[src/rcCtrlPkg.sv]
// Ring controller control types: response arbiter winner and ventilation count
package rcCtrlPkg;

    // ============================================================
    // Response ring arbitration
    // ============================================================
    // Who owns the response ring output in a given cycle
    typedef enum logic [1:0] {
        BUBBLE_OUT   = 2'b00, // Empty slot
        RING_INPUT   = 2'b01, // Forward the incoming ring response
        F2C_RESPONSE = 2'b10  // Inject the core's answer
    } tWinner;

    // Consecutive injected responses since the last bubble
    typedef logic [1:0] tVentCnt;

endpackage

[src/ringPkg.sv]
// Ring packet formats: opcode, ID, address, data and the packet structs on ring and core sides
package ringPkg;

    // ============================================================
    // Field types
    // ============================================================
    typedef enum logic [1:0] {
        RD       = 2'b00, // Read request
        RD_RSP   = 2'b01, // Read response
        WR       = 2'b10, // Write request
        WR_BCAST = 2'b11  // Write to every core on the ring
    } tOpcode;

    typedef logic [7:0]  tCoreId;    // One per core on the ring
    typedef logic [1:0]  tThreadId;  // Thread inside a core
    typedef logic [9:0]  tRequestor; // {core ID, thread ID}
    typedef logic [31:0] tAddress;   // Top byte selects the target core
    typedef logic [31:0] tData;

    // ============================================================
    // Packet structs
    // ============================================================
    // Ring packet, both channels, 77 bits
    typedef struct packed {
        logic      valid;     // Single-cycle strobe
        tRequestor requestor; // Originating core and thread
        tOpcode    opcode;
        tAddress   address;
        tData      data;
    } tRingPkt;

    // Request toward the core, also the core's answer, 67 bits
    typedef struct packed {
        logic    valid;
        tOpcode  opcode;
        tAddress address;
        tData    data;
    } tCoreReq;

    // Response handed to a core thread, 37 bits
    typedef struct packed {
        logic     valid;
        tOpcode   opcode;
        tData     data;
        tThreadId threadId; // Thread that issued the request
    } tCoreRsp;

endpackage
[src/ringCtrl.sv]
// Ring controller top: attaches one core to the request and response rings
`timescale 1ns/10ps

module ringCtrl #(
    parameter ringPkg::tCoreId CORE_ID    = 8'h05,
    parameter int              F2C_DEPTH  = 4,     // Max outstanding core answers
    parameter int              VENT_LIMIT = 3      // Injections before a bubble
) (
    input  logic             QClk,
    input  logic             rstN,
    input  ringPkg::tRingPkt ringReqIn,   // Q500
    input  ringPkg::tRingPkt ringRspIn,   // Q500
    output ringPkg::tRingPkt ringReqOut,  // Q502
    output ringPkg::tRingPkt ringRspOut,  // Q502
    output ringPkg::tCoreReq f2cReq,      // Q502
    input  ringPkg::tCoreReq f2cRsp,      // Core answer
    output ringPkg::tCoreRsp c2fRsp       // Q502
);

    logic               tagPush;
    ringPkg::tRequestor tagRequestor;
    ringPkg::tRingPkt   injPkt;
    logic               mustFwd;
    logic               needVent;
    rcCtrlPkg::tWinner  winner;

    // ============================================================
    // Request path
    // ============================================================
    reqChannel #(
        .CORE_ID (CORE_ID)
    ) reqChannelInst (
        .QClk         (QClk),
        .rstN         (rstN),
        .ringReqIn    (ringReqIn),
        .ringReqOut   (ringReqOut),
        .f2cReq       (f2cReq),
        .tagPush      (tagPush),      // Into the tag queue
        .tagRequestor (tagRequestor)
    );

    // Core answers wait here with their tags
    f2cBuffer #(
        .F2C_DEPTH (F2C_DEPTH)
    ) f2cBufferInst (
        .QClk         (QClk),
        .rstN         (rstN),
        .tagPush      (tagPush),
        .tagRequestor (tagRequestor),
        .f2cRsp       (f2cRsp),
        .winner       (winner),       // Pops on F2C_RESPONSE
        .injPkt       (injPkt)
    );

    // ============================================================
    // Response path and arbitration
    // ============================================================
    rspChannel #(
        .CORE_ID (CORE_ID)
    ) rspChannelInst (
        .QClk       (QClk),
        .rstN       (rstN),
        .ringRspIn  (ringRspIn),
        .injPkt     (injPkt),
        .winner     (winner),
        .mustFwd    (mustFwd),
        .ringRspOut (ringRspOut),
        .c2fRsp     (c2fRsp)
    );

    ventCounter #(
        .VENT_LIMIT (VENT_LIMIT)
    ) ventCounterInst (
        .QClk     (QClk),
        .rstN     (rstN),
        .winner   (winner),
        .needVent (needVent)
    );

    // Combinational, same cycle as the Q501 stage
    rspArbiter rspArbiterInst (
        .mustFwd  (mustFwd),
        .needVent (needVent),
        .injPkt   (injPkt),
        .winner   (winner)
    );

endmodule

[src/rspArbiter.sv]
// Response arbiter: picks the response ring owner for this cycle by fixed priority
`timescale 1ns/10ps

module rspArbiter (
    input  logic              mustFwd,  // Ring traffic passing through
    input  logic              needVent,
    input  ringPkg::tRingPkt  injPkt,   // Valid means buffer not empty
    output rcCtrlPkg::tWinner winner
);

    // Forward, then vent, then inject, else idle
    always_comb begin
        if (mustFwd) begin
            winner = rcCtrlPkg::RING_INPUT;   // Never drop ring traffic
        end else if (needVent) begin
            winner = rcCtrlPkg::BUBBLE_OUT;
        end else if (injPkt.valid) begin
            winner = rcCtrlPkg::F2C_RESPONSE;
        end else begin
            winner = rcCtrlPkg::BUBBLE_OUT;   // Nothing to send
        end
    end

endmodule

[src/ventCounter.sv]
// Ventilation counter: counts back-to-back injections and asks for a bubble at the limit
`timescale 1ns/10ps

module ventCounter #(
    parameter int VENT_LIMIT = 3
) (
    input  logic              QClk,
    input  logic              rstN,
    input  rcCtrlPkg::tWinner winner,
    output logic              needVent  // Force the next free slot empty
);

    rcCtrlPkg::tVentCnt ventCnt;

    always_ff @(posedge QClk) begin
        if (!rstN) begin
            ventCnt <= '0;
        end else begin
            case (winner)
                rcCtrlPkg::F2C_RESPONSE: ventCnt <= ventCnt + 1'b1;
                rcCtrlPkg::BUBBLE_OUT:   ventCnt <= '0;     // Ring got its gap
                default:                 ventCnt <= ventCnt; // Forwarding holds
            endcase
        end
    end

    assign needVent = (ventCnt == rcCtrlPkg::tVentCnt'(VENT_LIMIT));

endmodule

[src/f2cBuffer.sv]
// F2C buffer: queues requestor tags and in-order core answers until injection is granted
`timescale 1ns/10ps

module f2cBuffer #(
    parameter int F2C_DEPTH = 4
) (
    input  logic               QClk,
    input  logic               rstN,
    input  logic               tagPush,
    input  ringPkg::tRequestor tagRequestor,
    input  ringPkg::tCoreReq   f2cRsp,  // Core answer, Q500
    input  rcCtrlPkg::tWinner  winner,
    output ringPkg::tRingPkt   injPkt   // Head, valid when non-empty
);

    localparam int PTR_W = (F2C_DEPTH > 1) ? $clog2(F2C_DEPTH) : 1;
    localparam int CNT_W = $clog2(F2C_DEPTH + 1);

    typedef logic [PTR_W-1:0] tPtr;
    typedef logic [CNT_W-1:0] tCnt;

    ringPkg::tRequestor tagMem [F2C_DEPTH]; // Who asked, in request order
    ringPkg::tCoreReq   rspMem [F2C_DEPTH]; // Core answers, same order
    tPtr                tagWrPtr;
    tPtr                rspWrPtr;
    tPtr                rdPtr;              // Both queues pop together
    tCnt                rspCnt;             // Answers waiting
    logic               pop;

    // Wrap at F2C_DEPTH, which need not be a power of two
    function automatic tPtr nextPtr(input tPtr ptr);
        nextPtr = (ptr == tPtr'(F2C_DEPTH - 1)) ? '0 : tPtr'(ptr + 1'b1);
    endfunction

    assign pop = (winner == rcCtrlPkg::F2C_RESPONSE);

    // ============================================================
    // Storage
    // ============================================================
    always_ff @(posedge QClk) begin
        if (tagPush) begin
            tagMem[tagWrPtr] <= tagRequestor;
        end
        if (f2cRsp.valid) begin
            rspMem[rspWrPtr] <= f2cRsp;
        end
    end

    // Pointers and occupancy
    always_ff @(posedge QClk) begin
        if (!rstN) begin
            tagWrPtr <= '0;
            rspWrPtr <= '0;
            rdPtr    <= '0;
            rspCnt   <= '0;
        end else begin
            if (tagPush) tagWrPtr <= nextPtr(tagWrPtr);
            if (f2cRsp.valid) rspWrPtr <= nextPtr(rspWrPtr);
            if (pop) rdPtr <= nextPtr(rdPtr);
            case ({f2cRsp.valid, pop})
                2'b10:   rspCnt <= rspCnt + 1'b1;
                2'b01:   rspCnt <= rspCnt - 1'b1;
                default: rspCnt <= rspCnt; // Idle or push with pop
            endcase
        end
    end

    // Head answer joined with its tag
    always_comb begin
        injPkt.valid     = (rspCnt != '0);
        injPkt.requestor = tagMem[rdPtr];
        injPkt.opcode    = rspMem[rdPtr].opcode;
        injPkt.address   = rspMem[rdPtr].address;
        injPkt.data      = rspMem[rdPtr].data;
    end

endmodule

[src/rspChannel.sv]
// Response channel: registers ring responses, hands local ones to the core, muxes the ring output
`timescale 1ns/10ps

module rspChannel #(
    parameter ringPkg::tCoreId CORE_ID = 8'h05
) (
    input  logic              QClk,
    input  logic              rstN,
    input  ringPkg::tRingPkt  ringRspIn,  // Q500
    input  ringPkg::tRingPkt  injPkt,     // F2C buffer head
    input  rcCtrlPkg::tWinner winner,     // Q501 select
    output logic              mustFwd,    // Q501
    output ringPkg::tRingPkt  ringRspOut, // Q502
    output ringPkg::tCoreRsp  c2fRsp      // Q502
);

    ringPkg::tRingPkt rspQ501;
    ringPkg::tRingPkt outQ501; // Mux result before the output flop
    logic             idMatch;

    // ============================================================
    // Ring input stage
    // ============================================================
    always_ff @(posedge QClk) begin
        rspQ501 <= ringRspIn;
        if (!rstN) begin
            rspQ501.valid <= 1'b0;
        end
    end

    // Requestor core field, bits 9:2
    assign idMatch = (rspQ501.requestor[9:2] == CORE_ID);

    // Not ours, so it owns the ring output this cycle
    assign mustFwd = rspQ501.valid && !idMatch;

    // ============================================================
    // Output mux
    // ============================================================
    always_comb begin
        case (winner)
            rcCtrlPkg::RING_INPUT: begin
                outQ501 = rspQ501;      // Forward as received
            end
            rcCtrlPkg::F2C_RESPONSE: begin
                outQ501 = injPkt;       // Core answer with its tag
            end
            default: begin
                outQ501 = '0;           // Bubble, valid low
            end
        endcase
    end

    // Ring output and core delivery flops
    always_ff @(posedge QClk) begin
        ringRspOut      <= outQ501;
        c2fRsp.valid    <= rspQ501.valid && idMatch;
        c2fRsp.opcode   <= rspQ501.opcode;
        c2fRsp.data     <= rspQ501.data;
        c2fRsp.threadId <= rspQ501.requestor[1:0]; // Thread that asked
        if (!rstN) begin
            ringRspOut.valid <= 1'b0;
            c2fRsp.valid     <= 1'b0;
        end
    end

endmodule

[src/reqChannel.sv]
// Request channel that delivers local RD/WR and broadcasts to the core and forwards the rest
`timescale 1ns/10ps

module reqChannel #(
    parameter ringPkg::tCoreId CORE_ID = 8'h05
) (
    input  logic               QClk,
    input  logic               rstN,
    input  ringPkg::tRingPkt   ringReqIn,    // Q500
    output ringPkg::tRingPkt   ringReqOut,   // Q502
    output ringPkg::tCoreReq   f2cReq,       // Q502
    output logic               tagPush,      // Q501 strobe per delivered RD/WR
    output ringPkg::tRequestor tagRequestor  // Q501
);

    ringPkg::tRingPkt reqQ501;
    logic             idMatch;   // Address top byte is ours
    logic             isRdWr;
    logic             isBcast;
    logic             deliver;   // Goes to the core
    logic             forward;   // Stays on the ring

    // ============================================================
    // Ring input stage
    // ============================================================
    always_ff @(posedge QClk) begin
        reqQ501 <= ringReqIn;
        if (!rstN) begin
            reqQ501.valid <= 1'b0; // Empty slot after reset
        end
    end

    // Classify by address and opcode
    always_comb begin
        idMatch = (reqQ501.address[31:24] == CORE_ID);
        isRdWr  = (reqQ501.opcode == ringPkg::RD) || (reqQ501.opcode == ringPkg::WR);
        isBcast = (reqQ501.opcode == ringPkg::WR_BCAST);
        deliver = reqQ501.valid && ((idMatch && isRdWr) || isBcast);
        forward = reqQ501.valid && !(idMatch && isRdWr); // Broadcast keeps travelling
    end

    // Only RD/WR get an answer and leave a tag
    assign tagPush      = reqQ501.valid && idMatch && isRdWr;
    assign tagRequestor = reqQ501.requestor;

    // ============================================================
    // Ring and core output stage
    // ============================================================
    always_ff @(posedge QClk) begin
        ringReqOut       <= reqQ501;        // Forwarded unchanged
        ringReqOut.valid <= forward;
        f2cReq.valid     <= deliver;
        f2cReq.opcode    <= reqQ501.opcode;
        f2cReq.address   <= reqQ501.address;
        f2cReq.data      <= reqQ501.data;
        if (!rstN) begin
            ringReqOut.valid <= 1'b0;
            f2cReq.valid     <= 1'b0;
        end
    end

endmodule

[config.mk]
export PLATFORM = sky130hd
export DESIGN_NAME = ringCtrl
export DESIGN_NICKNAME = d
export VERILOG_FILES = /design/src/rcCtrlPkg.sv /design/src/ringPkg.sv /design/src/ringCtrl.sv /design/src/rspArbiter.sv /design/src/ventCounter.sv /design/src/f2cBuffer.sv /design/src/rspChannel.sv /design/src/reqChannel.sv
export SDC_FILE = /design/constraint.sdc
export NUM_CORES = 1
export LEC_CHECK = 0
export ABC_AREA = 1
export ABC_CLOCK_PERIOD_IN_PS = 2500
export BUFFER_PORTS_ARGS = -buffer_cell sky130_fd_sc_hd__buf_2
export CAP_MARGIN = 20
export CORE_ASPECT_RATIO = 1.75
export CORE_MARGIN = 4
export CORE_UTILIZATION = 45
export CTS_CLUSTER_SIZE = 28
export DETAILED_ROUTE_END_ITERATION = 6
export PLACE_DENSITY = 0.68
export SLEW_MARGIN = 30
export SYNTH_ARGS = -nofsm -noshare
export SYNTH_HDL_FRONTEND = slang
export SYNTH_HIERARCHICAL = 1
export SYNTH_SLANG_ARGS = --single-unit
[constraint.sdc]
create_clock -name QClk -period 2.5 [get_ports QClk]
set_input_delay 0.375 -clock QClk [delete_from_list [all_inputs] [get_ports QClk]]
set_output_delay 0.375 -clock QClk [all_outputs]
set_load 0.05 [all_outputs]
==> results by group <==
STA
  – Slew HR: 0.480
  – Setup TNS: 0 ps
  – Final hold violations: 0
  – Worst-margin pin slew: just under 800 ps
  – Peak Freq: between 400 and 500 MHz
  – Fin crit period: 2200 ps
  – Fin. max-slew vios: 0
  – Final setup viols: 0
  – Final Worst Setup Slack: 300 ps
  – Final worst-path cycle share: 0.880
  – Clock skew: just over 20 ps
  – RSZ-0062 raised after global routing: no
  – Hold Slack: 28.4 ps

Clocking
  – Root buf cell: clkbuf_16
  – Worst-Skew Late Latency: 580 ps
  – Post-CTS Resized: 0
  – Clock buffer depth: 3
  – Clock Sinks: 663
  – Htree depth: 2
  – CTS tree: done
  – Clock transition at path regs: about 70 ps
  – Cts bufs inserted: 55

Placement
  – Placed Cells: 2489
  – Post-DP HPWL: about 32000 um
  – I/O Buffers: 480
  – Placed Area: 0.0233 mm2
  – Placer congestion estimate: approximately 0.8
  – DP Worst Slack: 291 ps

Logic synthesis
  – Synth unique cells: 32
  – Post-synthesis sequential area ratio: 0.777
  – Yosys warns: 6
  – EDFF count, synth: 304
  – Netlist Area Pre-Place: 0.0210 mm2
  – Synthesized area per cell: ~13 um2
  – Async S/R FF share, synth: 0
  – Cells after Synth: 1562
  – Synthesized flop and latch total: 663
  – Syn_nets: 1799
  – Top_reg_cell synth: dfxtp_1

Detailed routing
  – DRC: 0
  – Drt pass-1 iters: 4
  – Initial DRC Count: between 700 and 800
  – Total wire length: 52900 um
  – Via density: 4.92
  – Remaining antenna violation count: 0
  – DR vias: 13811
  – DR WL/cell: 18.9 um

Critical path
  – Data required, critical path: approximately 3000 ps
  – Worst Setup Start Kind: register
  – Critical Path Sink Type: register
  – Worst setup path category: reg2reg
  – Worst setup path start: f2cBufferInst/rspCnt[0]$_SDFFE_PN0P_
  – CP arrival: between 2000 and 3000 ps
  – FF-to-FF Start: f2cBufferInst/rspCnt[0]$_SDFFE_PN0P_
  – Critical-path maximum fanout: 5

GRT
  – First-pass GRT wire length: 79600 um
  – Vias in the first global route: roughly 15000
  – All-Layer GR Usage: 0.203
  – Grt ovf: 0
  – Largest net degree at the start of global routing: 153
  – Antenna violations before repair: 5

Cells and area
  – Commonest non-fill, non-tap cell in the layout: buf_2
  – Sequential Area: 0.0163 mm2
  – Share of layout cells above drive strength 1: 0.286
  – Multi-input gate area: 0.00340 mm2
  – Most frequent cells in the layout: buf_2 (480), dfxtp_1 (357), edfxtp_1 (304)
  – Post-Layout Cell Count: 2806
  – Nets: ~2400
  – Core Util, Final: 0.593
  – P&R area growth vs syn: 30.1%
  – Fillers: 3515
  – Final instance area: 0.0273 mm2

Floorplanning
  – Die area: approximately 0.050 mm2
  – Cell Rows: roughly 100
  – Number of I/O pins: 481
  – Initial Utilization: 0.456
  – Core footprint: 0.0461 mm2
  – Width of the die: 171 um
  – Die H: 294 um

Power
  – Peak supply drop: 853 uV
  – Power Total: 28.6 mW
  – Leakage: 11.1 nW
  – PwrDens: 1050 mW/mm2

Worst hold path
  – Hold Path Origin: f2cRsp[59]
  – Worst Hold Class: in2reg

Run
  – Max-Cap Viols: 0

Status
  – Outcome: finished, final reports clean
==> area by class of cell <==
| cell class | count | area share |
|---|---|---|
| flip-flops and latches | 663 | 0.597 |
| repair buffers | 707 | 0.174 |
| multi-input cells | 704 | 0.125 |
| clock buffers | 72 | 0.0604 |
| well taps | 583 | 0.0267 |
| clock inverters | 31 | 0.0107 |
| inverters | 41 | 0.00609 |
| diodes | 5 | 0.000458 |
==> metal layers <==
metal | wire [um] | GRT usage
met5 | 0 | 0
met4 | 1600 | 0.0690
met3 | 2990 | 0.0384
met2 | 29100 | 0.395
met1 | 19200 | 0.213
==> kinds of logic (layout without fill, tap and decap cells) <==
family	after synthesis	count (layout)	share of synthesized area
compound gates	317	317	0.0818
xor+xnor	2	2	0.000834
fa+ha+maj	14	14	0.00870
buf+inv	195	851	0.0623
flops	663	663	0.777
other cells	0	5	0
simple gates	371	371	0.0695
==> final timing paths <==
| check | endpoint | slack (ps) | depth (start not counted) |
|---|---|---|---|
| setup / recovery | f2cBufferInst/rspCnt[2]$_SDFFE_PN0P_ | 300 | 12 |
| hold / removal | f2cBufferInst/rspMem[0][59]$_DFFE_PP_ | 30 | 1 |
| setup reg to reg | f2cBufferInst/rspCnt[2]$_SDFFE_PN0P_ | 300 | 12 |
| hold reg to reg | reqChannelInst/f2cReq[51]$_DFF_P_ | 320 | 0 |
==> worst max-delay path, cell delays in order, from the launching register on <==
cell and delay [ps]:
dfxtp_1 350, or3_1 420, nand2_1 100, nor2_2 70, inv_1 60, nor2_1 60, ha_1 240, fa_1 440
nand2_1 120, nand2_1 60, nor2_1 90, nor2_1 40, nor2_1 90
==> where the power goes <==
part	switching (mW)	internal, mW
clock	3.81	5.10
sequential	0.386	12.3
combinational	5.18	1.89
==> state kept, by name (all words and copies together), names as in the netlist, named ones only <==
| signal | cells |
|---|---|
| f2cBufferInst/rspMem | 264 |
| rspChannelInst/ringRspOut | 77 |
| rspChannelInst/rspQ501 | 77 |
| reqChannelInst/f2cReq | 67 |
| reqChannelInst/reqQ501 | 67 |
| f2cBufferInst/tagMem | 40 |
| rspChannelInst/c2fRsp | 37 |
| reqChannelInst/ringReqOut | 11 |
| reqChannelInst/tagRequestor | 10 |
| f2cBufferInst/rspCnt | 3 |
| f2cBufferInst/rdPtr | 2 |
| f2cBufferInst/rspWrPtr | 2 |
| f2cBufferInst/tagWrPtr | 2 |
| ventCounterInst/ventCnt | 2 |
==> cell usage after synthesis (13+ instances only) <==
library cell,instances,area share
a21oi_1,82,0.020
buf_2,22,0.0052
buf_4,85,0.030
buf_6,13,0.0070
clkbuf_1,17,0.0030
dfxtp_1,359,0.34
edfxtp_1,304,0.43
ha_1,13,0.0077
inv_1,38,0.0068
nand2_1,182,0.033
nor2_1,161,0.029
nor2_2,19,0.0057
o21ai_0,153,0.036
o22ai_1,71,0.021
==> what timing repair did <==
action                    4_1_cts  5_1_grt
hold endpoints to repair      372        0
hold buffers                  209        0
setup buffers                   0        0
Note: power is estimated with default switching activity, not from simulation.
